$ cat src/hw/vid_settings.svh
// Raster sizes and sync positions
// Tile map geometry and fetch length
// Graphics memory map and CPU register addresses
`ifndef VID_SETTINGS_SVH
`define VID_SETTINGS_SVH

// Raster, in clk cycles and lines
`define VID_H_ACTIVE    32
`define VID_H_TOTAL     64
`define VID_V_ACTIVE    24
`define VID_V_TOTAL     32
`define VID_HS_START    40
`define VID_HS_END      48
`define VID_VS_START    26
`define VID_VS_END      28

// 32x32 map of 8x8 tiles, 4 bpp
`define VID_MAP_COLS    32
`define VID_FETCH_TILES 5
`define VID_PAT_BASE    16'h1000

// CPU register map
`define VID_REG_HSCR    8'h00
`define VID_REG_VSCR    8'h01
`define VID_REG_BACK    8'h02
`define VID_PAL_BASE    8'h80
`endif

$ cat src/hw/vid_raster_pkg.sv
// Raster position and blanking type
// Line fetch command from the timer
// Graphics memory request and response types
package vid_raster_pkg;

    // Screen position plus blanking and sync, active low blanks
    typedef struct packed {
        logic [8:0] hdump;
        logic [8:0] vdump;
        logic       lhbl;
        logic       lvbl;
        logic       hs;
        logic       vs;
    } raster_t;

    // One-cycle start with the line about to be shown
    typedef struct packed {
        logic       start;
        logic [8:0] line;
    } fetch_cmd_t;

    // Request side, ready travels on its own wire
    typedef struct packed {
        logic        valid;
        logic [15:0] addr;
    } gfx_req_t;

    // Eight 4-bit pixels, leftmost in the low nibble
    typedef struct packed {
        logic        valid;
        logic [31:0] data;
    } gfx_rsp_t;

endpackage

$ cat src/hw/vid_cpu_pkg.sv
// CPU side types
// 5:5:5 colour, CPU data word with its two decodings
// Single-cycle write strobe
package vid_cpu_pkg;

    // Colour word, top bit unused
    typedef struct packed {
        logic       spare;
        logic [4:0] r;
        logic [4:0] g;
        logic [4:0] b;
    } color_t;

    // Scroll registers only keep the low byte
    typedef struct packed {
        logic [7:0] unused;
        logic [7:0] value;
    } scroll_t;

    // Same 16 bits seen as raw, colour or scroll
    typedef union packed {
        logic [15:0] raw;
        color_t      color;
        scroll_t     scr;
    } cpu_word_u;

    // Write strobe, always accepted
    typedef struct packed {
        logic       wr;
        logic [7:0] addr;
        cpu_word_u  data;
    } cpu_wr_t;

endpackage

$ cat src/hw/vid_timer.sv
// Video timer
// Horizontal and vertical counters, blanking and sync
// Line fetch command for each visible line
`timescale 1ns/100ps
`include "vid_settings.svh"

module vid_timer (
    input  logic                       clk,
    input  logic                       arst_n,
    output vid_raster_pkg::raster_t    raster,
    output vid_raster_pkg::fetch_cmd_t fetch
);

    logic [8:0] hcnt;
    logic [8:0] vcnt;
    logic [8:0] next_line;
    logic       h_last;

    assign h_last    = hcnt == 9'(`VID_H_TOTAL - 1);
    assign next_line = (vcnt == 9'(`VID_V_TOTAL - 1)) ? 9'd0 : vcnt + 9'd1;

    always_ff @(posedge clk or negedge arst_n) begin
        if (!arst_n) begin
            hcnt <= '0;
            vcnt <= '0;
        end else begin
            if (h_last) begin
                hcnt <= '0;
                vcnt <= next_line;
            end else begin
                hcnt <= hcnt + 9'd1;
            end
        end
    end

    // Blanking and sync straight from the counters
    always_comb begin
        raster.hdump = hcnt;
        raster.vdump = vcnt;
        raster.lhbl  = hcnt < 9'(`VID_H_ACTIVE);
        raster.lvbl  = vcnt < 9'(`VID_V_ACTIVE);
        raster.hs    = hcnt >= 9'(`VID_HS_START) && hcnt < 9'(`VID_HS_END);
        raster.vs    = vcnt >= 9'(`VID_VS_START) && vcnt < 9'(`VID_VS_END);
    end

    // Fetch starts as horizontal blanking begins.
    // The last blanking line wraps so line 0 also gets fetched
    always_comb begin
        fetch.start = hcnt == 9'(`VID_H_ACTIVE) && next_line < 9'(`VID_V_ACTIVE);
        fetch.line  = next_line;
    end

endmodule

$ cat src/hw/vid_mmr.sv
// CPU register block
// Horizontal and vertical scroll, background colour
// Palette range forwarded as a filtered write strobe
`timescale 1ns/100ps
`include "vid_settings.svh"

module vid_mmr (
    input  logic                  clk,
    input  logic                  arst_n,
    input  vid_cpu_pkg::cpu_wr_t  cpu_wr,
    output logic [7:0]            hscr,
    output logic [7:0]            vscr,
    output vid_cpu_pkg::color_t   back_color,
    output vid_cpu_pkg::cpu_wr_t  pal_wr
);

    logic in_pal;

    assign in_pal = cpu_wr.addr >= `VID_PAL_BASE;

    // Register writes land on the next clock
    always_ff @(posedge clk or negedge arst_n) begin
        if (!arst_n) begin
            hscr       <= '0;
            vscr       <= '0;
            back_color <= '0;
        end else if (cpu_wr.wr) begin
            case (cpu_wr.addr)
                `VID_REG_HSCR: begin
                    hscr <= cpu_wr.data.scr.value;
                end
                `VID_REG_VSCR: begin
                    vscr <= cpu_wr.data.scr.value;
                end
                `VID_REG_BACK: begin
                    back_color <= cpu_wr.data.color;
                end
                default: begin
                end
            endcase
        end
    end

    // Palette RAM lives in the mixer
    always_comb begin
        pal_wr    = cpu_wr;
        pal_wr.wr = cpu_wr.wr && in_pal;
    end

endmodule

$ cat src/hw/vid_tile.sv
// Scrolling tile layer
// Per-line map and pattern fetch over valid/ready
// Line buffer with bank and colour index per pixel
// Fine scroll applied on readout
`timescale 1ns/100ps
`include "vid_settings.svh"

module vid_tile (
    input  logic                       clk,
    input  logic                       arst_n,
    input  vid_raster_pkg::raster_t    raster,
    input  vid_raster_pkg::fetch_cmd_t fetch,
    input  logic [7:0]                 hscr,
    input  logic [7:0]                 vscr,
    input  logic                       gfx_ready,
    input  vid_raster_pkg::gfx_rsp_t   gfx_rsp,
    output vid_raster_pkg::gfx_req_t   gfx_req,
    output logic [6:0]                 pxl
);

    typedef enum logic [2:0] {
        ST_IDLE,
        ST_MAP,
        ST_MAP_WAIT,
        ST_PAT,
        ST_PAT_WAIT,
        ST_DONE
    } state_t;

    state_t     state;
    logic [7:0] hscr_l;
    logic [7:0] src_row;
    logic [2:0] col;
    logic [4:0] map_col;
    logic [8:0] tile_idx;
    logic [2:0] tile_bank;
    logic       tile_flip;
    logic [5:0] wr_base;
    logic [5:0] rd_idx;
    logic       active;
    logic       abandon;
    logic [6:0] line_buf [0:`VID_FETCH_TILES*8-1];

    assign active  = raster.lhbl && raster.lvbl;
    // Display has started, whatever is left of the fetch is dropped
    assign abandon = active && state != ST_IDLE;

    assign map_col = hscr_l[7:3] + 5'(col);
    assign wr_base = {col, 3'b000};
    assign rd_idx  = raster.hdump[5:0] + 6'(hscr_l[2:0]);

    // Address is stable for as long as the state is
    always_comb begin
        gfx_req.valid = state == ST_MAP || state == ST_PAT;
        if (state == ST_PAT || state == ST_PAT_WAIT) begin
            gfx_req.addr = `VID_PAT_BASE + {4'd0, tile_idx, src_row[2:0]};
        end else begin
            gfx_req.addr = 16'(src_row[7:3]) * 16'(`VID_MAP_COLS) + 16'(map_col);
        end
    end

    always_ff @(posedge clk or negedge arst_n) begin
        if (!arst_n) begin
            state   <= ST_IDLE;
            col     <= '0;
            hscr_l  <= '0;
            src_row <= '0;
        end else if (abandon) begin
            state <= ST_IDLE;
        end else begin
            case (state)
                ST_IDLE: begin
                    if (fetch.start) begin
                        hscr_l  <= hscr;
                        src_row <= fetch.line[7:0] + vscr;
                        col     <= '0;
                        state   <= ST_MAP;
                    end
                end
                ST_MAP: if (gfx_ready) state <= ST_MAP_WAIT;
                ST_MAP_WAIT: if (gfx_rsp.valid) state <= ST_PAT;
                ST_PAT: if (gfx_ready) state <= ST_PAT_WAIT;
                ST_PAT_WAIT: begin
                    if (gfx_rsp.valid) begin
                        if (col == 3'(`VID_FETCH_TILES - 1)) begin
                            state <= ST_DONE;
                        end else begin
                            col   <= col + 3'd1;
                            state <= ST_MAP;
                        end
                    end
                end
                default: state <= ST_IDLE;
            endcase
        end
    end

    // Map word, then eight pixels per pattern row
    always_ff @(posedge clk) begin
        if (state == ST_MAP_WAIT && gfx_rsp.valid) begin
            tile_idx  <= gfx_rsp.data[8:0];
            tile_bank <= gfx_rsp.data[11:9];
            tile_flip <= gfx_rsp.data[12];
        end
        if (state == ST_PAT_WAIT && gfx_rsp.valid) begin
            for (int i = 0; i < 8; i++) begin
                line_buf[wr_base + 6'(i)] <= {tile_bank, tile_flip ?
                    gfx_rsp.data[(7 - i) * 4 +: 4] : gfx_rsp.data[i * 4 +: 4]};
            end
        end
        pxl <= active ? line_buf[rd_idx] : '0;
    end

endmodule

$ cat src/hw/vid_colmix.sv
// Colour mixer
// 128-entry palette RAM written by the CPU
// Index 0 of every bank shows the background colour
// Output register with sync and enable aligned to the colour
`timescale 1ns/100ps
`include "vid_settings.svh"

module vid_colmix (
    input  logic                    clk,
    input  logic                    arst_n,
    input  vid_raster_pkg::raster_t raster,
    input  logic [6:0]              pxl,
    input  vid_cpu_pkg::cpu_wr_t    pal_wr,
    input  vid_cpu_pkg::color_t     back_color,
    output logic [4:0]              red,
    output logic [4:0]              green,
    output logic [4:0]              blue,
    output logic                    de,
    output logic                    hs,
    output logic                    vs
);

    vid_cpu_pkg::color_t pal_ram [0:127];
    vid_cpu_pkg::color_t pal_color;
    vid_cpu_pkg::color_t mix_color;
    logic [6:0]          pal_idx;
    logic                act_d;
    logic                hs_d;
    logic                vs_d;

    assign pal_idx = 7'(pal_wr.addr - `VID_PAL_BASE);

    always_ff @(posedge clk) begin
        if (pal_wr.wr) begin
            pal_ram[pal_idx] <= pal_wr.data.color;
        end
    end

    // pxl is {bank, index}, so bank picks a group of 16
    assign pal_color = pal_ram[pxl];
    assign mix_color = (pxl[3:0] == 4'd0) ? back_color : pal_color;

    always_ff @(posedge clk or negedge arst_n) begin
        if (!arst_n) begin
            act_d <= 1'b0;
            hs_d  <= 1'b0;
            vs_d  <= 1'b0;
            red   <= '0;
            green <= '0;
            blue  <= '0;
            de    <= 1'b0;
            hs    <= 1'b0;
            vs    <= 1'b0;
        end else begin
            // First stage matches the tile layer pixel delay
            act_d <= raster.lhbl && raster.lvbl;
            hs_d  <= raster.hs;
            vs_d  <= raster.vs;
            red   <= act_d ? mix_color.r : 5'd0;
            green <= act_d ? mix_color.g : 5'd0;
            blue  <= act_d ? mix_color.b : 5'd0;
            de    <= act_d;
            hs    <= hs_d;
            vs    <= vs_d;
        end
    end

endmodule

$ cat src/hw/vid_top.sv
// Tile video top level
// Timer, CPU registers, tile layer and colour mixer
`timescale 1ns/100ps

module vid_top (
    input  logic                     clk,
    input  logic                     arst_n,
    input  vid_cpu_pkg::cpu_wr_t     cpu_wr,
    input  logic                     gfx_ready,
    input  vid_raster_pkg::gfx_rsp_t gfx_rsp,
    output vid_raster_pkg::gfx_req_t gfx_req,
    output logic [4:0]               red,
    output logic [4:0]               green,
    output logic [4:0]               blue,
    output logic                     de,
    output logic                     hs,
    output logic                     vs
);

    vid_raster_pkg::raster_t    raster;
    vid_raster_pkg::fetch_cmd_t fetch;
    vid_cpu_pkg::cpu_wr_t       pal_wr;
    vid_cpu_pkg::color_t        back_color;
    logic [7:0]                 hscr;
    logic [7:0]                 vscr;
    logic [6:0]                 pxl;

    vid_timer u_timer (
        .clk        ( clk        ),
        .arst_n     ( arst_n     ),
        .raster     ( raster     ),
        .fetch      ( fetch      )
    );

    vid_mmr u_mmr (
        .clk        ( clk        ),
        .arst_n     ( arst_n     ),
        .cpu_wr     ( cpu_wr     ),
        .hscr       ( hscr       ),
        .vscr       ( vscr       ),
        .back_color ( back_color ),
        .pal_wr     ( pal_wr     )
    );

    vid_tile u_tile (
        .clk        ( clk        ),
        .arst_n     ( arst_n     ),
        .raster     ( raster     ),
        .fetch      ( fetch      ),
        .hscr       ( hscr       ),
        .vscr       ( vscr       ),
        .gfx_ready  ( gfx_ready  ),
        .gfx_rsp    ( gfx_rsp    ),
        .gfx_req    ( gfx_req    ),
        .pxl        ( pxl        )
    );

    vid_colmix u_colmix (
        .clk        ( clk        ),
        .arst_n     ( arst_n     ),
        .raster     ( raster     ),
        .pxl        ( pxl        ),
        .pal_wr     ( pal_wr     ),
        .back_color ( back_color ),
        .red        ( red        ),
        .green      ( green      ),
        .blue       ( blue       ),
        .de         ( de         ),
        .hs         ( hs         ),
        .vs         ( vs         )
    );

endmodule

$ cat config.mk
export PLATFORM = sky130hd
export DESIGN_NAME = vid_top
export DESIGN_NICKNAME = d
export VERILOG_FILES = /design/src/hw/vid_raster_pkg.sv /design/src/hw/vid_cpu_pkg.sv /design/src/hw/vid_timer.sv /design/src/hw/vid_mmr.sv /design/src/hw/vid_tile.sv /design/src/hw/vid_colmix.sv /design/src/hw/vid_top.sv
export VERILOG_INCLUDE_DIRS = /design/src /design/src/hw
export SDC_FILE = /design/constraint.sdc
export NUM_CORES = 2
export LEC_CHECK = 0
export CAP_MARGIN = 0
export CORE_AREA = 5 5 472 474
export CTS_BUF_LIST = sky130_fd_sc_hd__clkbuf_8 sky130_fd_sc_hd__clkbuf_16
export DETAILED_ROUTE_END_ITERATION = 10
export DIE_AREA = 0 0 477 479
export DONT_BUFFER_PORTS = 1
export PLACE_DENSITY = 0.54
export SYNTH_ARGS = -nofsm -noshare
export SYNTH_HDL_FRONTEND = slang
export SYNTH_SLANG_ARGS = --single-unit
$ cat constraint.sdc
create_clock -name clk -period 14.3 [get_ports clk]
set_clock_uncertainty 0.2 [all_clocks]
set_input_delay 0 -clock clk [delete_from_list [all_inputs] [get_ports clk]]
set_output_delay 0 -clock clk [all_outputs]
set_load 0.05 [all_outputs]
==> flow_metrics.py <==
metrics = {
    "grt": {
        "grt_overflow": 0,
        "grt_usage_pct": 19.8,
        "grt_pass1_vias": 43300,
        "grt_pass1_wl_mm": 327,
        "grt_max_degree": 132,
        "antenna_found_initial": 14,
    },
    "timing": {
        "final_period_minus_worst_setup_slack_ns": 5.53,
        "tightestPinTransition_ns": 1.31,
        "worst_slew_margin_rel_pct": 12.3,
        "postLayoutSetupSlackWorst_ns": 8.77,
        "setup_violating_endpoint_count_in_the_final_report": 0,
        "timing.final.max_slew_violations": 0,
        "rsz_0062_raised_after_global_routing": "no",
        "fmaxAchievable_mhz": 181,
        "post-route-period-util_pct": 38.7,
        "hold_viol": 0,
        "finalSetupTns_ns": 0,
    },
    "drt": {
        "drt_pass1_iterations": 6,
        "drt_drc_violations_left": 0,
        "routed_wirelength_mm": 229,
        "detail_route.wl_per_cell_um": 30.2,
        "detail_route.vias_per_cell": 5.63,
        "vias_post_dr": 42700,
        "first_iter_violations": 4302,
        "remaining_number_of_nets_flagged_by_the_antenna_check_after_routing": 0,
    },
    "setup_path": {
        "crit_chain": "buf_12 > buf_12 > buf_4 > mux4_2 > a221oi_1 > o22ai_1 > a21oi_1 > a311oi_1",
        "max_stage_delay_ns": 0.76,
        "cp_max_fanout": 90,
        "endpoint": "u_colmix.blue[2]$_DFF_PN0_",
        "r2r-end": "u_colmix.blue[2]$_DFF_PN0_",
        "worst_r2r_startpoint": "u_tile.pxl[0]$_SDFF_PP0_",
        "criticalPathCategory": "reg2reg",
        "ff2ff_setup_slack_ns": 8.77,
        "end_kind": "flip-flop",
        "critPathRequiredTime_ns": 14.81,
        "crit_arrival_ns": 6.04,
        "slowest_cell_on_the_critical_path": "sky130_fd_sc_hd__dfxtp_4",
        "timing.critical_path.mode_cell": "sky130_fd_sc_hd__buf_12",
        "reg2reg_depth": 8,
        "critical_path.startpoint": "u_tile.pxl[0]$_SDFF_PP0_",
        "start_kind": "flip-flop",
    },
    "power": {
        "portion_of_total_power_attributed_to_combinational_logic_pct": 2.7,
        "p_total_mw": 13.3,
        "irDropWorstVdd_mv": 0.118,
        "pd_cells_nw_per_um2": 134,
        "part_of_the_power_in_the_clock_network_pct": 43.6,
        "power_report.internal_total_mw": 10.6,
        "power.static_leakage_nw": 31.1,
        "seq_power_share_pct": 53.7,
        "p_switching_mw": 2.75,
        "p_sw_share_pct": 20.7,
    },
    "synthesis": {
        "synth-edff-count": 2108,
        "yosysSeqAreaShare_pct": 75.8,
        "synth_warnings": 0,
        "synth_top_family_by_area": "multiplexers",
        "yosys.area_share.simple_pct": 2.66,
        "yosys.area_share.adder_pct": 0.329,
        "synthArstFlopShare_pct": 4.17,
        "most_common_flop_cell_mapped_by_yosys": "sky130_fd_sc_hd__edfxtp_1",
        "synth_mux_area_share_pct": 15.5,
        "synth_seq_cells": 2207,
        "postSynthCellCount": 4210,
        "synth_compound_gate_area_share_pct": 3.31,
        "synth.avg_cell_area_um2": 20.6,
        "yosys.cell_types.count": 83,
        "netlist_area_um2": 86800,
        "synthXorXnorAreaFrac_pct": 0.313,
    },
    "place": {
        "dp_cells": 7027,
        "post-dp-hpwl_mm": 130,
        "place_congestion": 0.812,
        "place.port_buffers": 0,
        "dpl_cell_area_um2": 90200,
        "pre_cts_ws_ns": 8.87,
    },
    "cts": {
        "insertion_delay_to_the_later_sink_of_the_worst_skew_pair_ns": 0.84,
        "cts.clk_slew.worst_paths_ns": 0.06,
        "cts.sink_count": 2207,
        "cts_tree": "yes",
        "cts_inserted_buffers": 223,
        "cts_htree_levels": 4,
        "postCtsSetupBuffers": 0,
        "clockBufferDepth": 3,
        "cts_root_buffer": "sky130_fd_sc_hd__clkbuf_16",
    },
    "floorplanning": {
        "die_h_um": 479,
        "dieWidth_um": 477,
        "die_area_um2": 228000,
        "floorplan.initialDensity_pct": 39.7,
        "io_pins": 96,
        "core_area_um2": 218000,
        "core.rowCount": 172,
    },
    "run_status": {
        "outcome": "finished, final reports clean",
    },
    "cells_and_area": {
        "layout.cell_area.non_filler_um2": 99300,
        "nNetsFinal": 4601,
        "most_frequent_cells_in_the_layout": "2,108 x sky130_fd_sc_hd__edfxtp_1, 410 x sky130_fd_sc_hd__mux4_2, 285 x sky130_fd_sc_hd__mux2i_1",
        "final_layout_size_suffix_gt1_share_pct": 22.2,
        "stdcell_count": 7592,
        "post_synthesis_to_final_layout_area_growth_pct": 14.4,
        "most_common_cell_after_layout_fill_and_taps_aside": "sky130_fd_sc_hd__edfxtp_1",
    },
    "flow_run": {
        "cap_viol_max_count": 0,
    },
    "min_path": {
        "min-delay-path-class": "in2reg",
    },
}
==> timing repair <==
action / 4_1_cts / 5_1_grt
hold buffers: 138 / 0
gates resized for setup: 0 / 0
endpoints found under the setup margin: 0 / 0
hold endpoints to repair: 4329 / 0
==> power groups by stage <==
stage	clock network, mW	logic, mW	registers [mW]
2_1_floorplan	0	0.160	7.28
3_3_place_gp	0	0.202	7.29
3_5_place_dp	0	0.202	7.29
4_1_cts	5.93	0.368	7.15
5_1_grt	6.22	0.386	7.16
6_report	5.81	0.361	7.16
==> final cells by class <==
type / count / area [um^2]
fill: 18300 / 119000
clock inverter: 183 / 1590
sequential: 2207 / 65800
tap: 2871 / 3590
timing repair buffer: 317 / 3100
multi-input combinational: 1754 / 19400
inverter: 16 / 62.6
clock buffer: 234 / 5780
antenna: 10 / 25.0
==> per-layer routing <==
layer	vias to the layer above	track usage, %	routed length (um)
li1	18100	-	-
met1	22800	27.7	97700
met2	1470	31.1	108000
met3	356	4.07	15200
met4	4	6.72	8130
met5	-	0	231
==> flip-flops by register name (all words and copies together) (netlist names), 3 cells and up <==
signal	cells
u_colmix.pal_ram	1920
u_tile.line_buf	175
u_mmr.back_color	15
u_tile.tile_idx	9
u_timer.hcnt	9
u_timer.vcnt	9
u_mmr.hscr	8
u_mmr.vscr	8
u_tile.hscr_l	8
u_tile.src_row	8
u_tile.pxl	7
u_colmix.blue	5
u_colmix.green	5
u_colmix.red	5
u_tile.col	3
u_tile.state	3
u_tile.tile_bank	3
==> per-stage QoR <==
stage / hold WS (ns) / utilization (%)
floorplan: -0.496 / -
global placement: -0.491 / 41.3
detailed placement: -0.491 / 41.3
CTS: 0.0199 / 45.4
global route: 0.0270 / 45.4
finish: 0.0141 / 45.4
==> cell families after synthesis <==
logic type | after synthesis
other | 1
flip-flops | 2207
adder cells (fa/ha/maj) | 21
multiplexers | 795
XOR/XNOR | 31
buffers and inverters | 251
AND/OR/NAND/NOR | 498
AO/OA/AOI/OAI | 406
==> cell usage after synthesis, drive strengths merged (11+ instances only) <==
library cell / instances / area, um^2
nor2: 173 / 649
a21oi: 40 / 200
mux2i: 285 / 2850
dfrtp: 92 / 2300
nand4: 24 / 150
a22o: 20 / 175
a221oi: 11 / 109
edfxtp: 2108 / 63300
nand2b: 12 / 75.1
nand3: 55 / 280
nand2: 141 / 529
o211ai: 24 / 180
xnor2: 21 / 184
buf: 149 / 1340
inv: 14 / 52.6
mux2: 83 / 935
o21ai: 51 / 255
a31oi: 29 / 181
clkbuf: 85 / 415
o22ai: 11 / 68.8
nor3: 20 / 116
a22oi: 159 / 1190
mux4: 427 / 9680
nor2b: 20 / 125
ha: 18 / 225
a211oi: 11 / 82.6
and2: 14 / 88.8
==> critical path: cells and delay by family, from the launching register on <==
kind | cells | cell delay [ns]
buffers and inverters | 3 | 1.94
flip-flops | 1 | 0.76
multiplexers | 1 | 0.59
AO/OA/AOI/OAI | 4 | 1.59
==> worst min-delay path by stage <==
stage	cells past startpoint	from	endpoint	slack, ns
floorplan	0	arst_n	u_colmix.act_d$_DFF_PN0_	-0.50
global placement	0	arst_n	u_tile.src_row[5]$_DFFE_PN0P_	-0.49
detailed placement	0	arst_n	u_tile.src_row[7]$_DFFE_PN0P_	-0.49
CTS	2	cpu_wr[11]	u_colmix.pal_ram[122][11]$_DFFE_PP_	0.02
global route	2	cpu_wr[12]	u_colmix.pal_ram[41][12]$_DFFE_PP_	0.03
finish	2	cpu_wr[12]	u_colmix.pal_ram[41][12]$_DFFE_PP_	0.01
No activity file was read; power rests on OpenSTA's default activity.
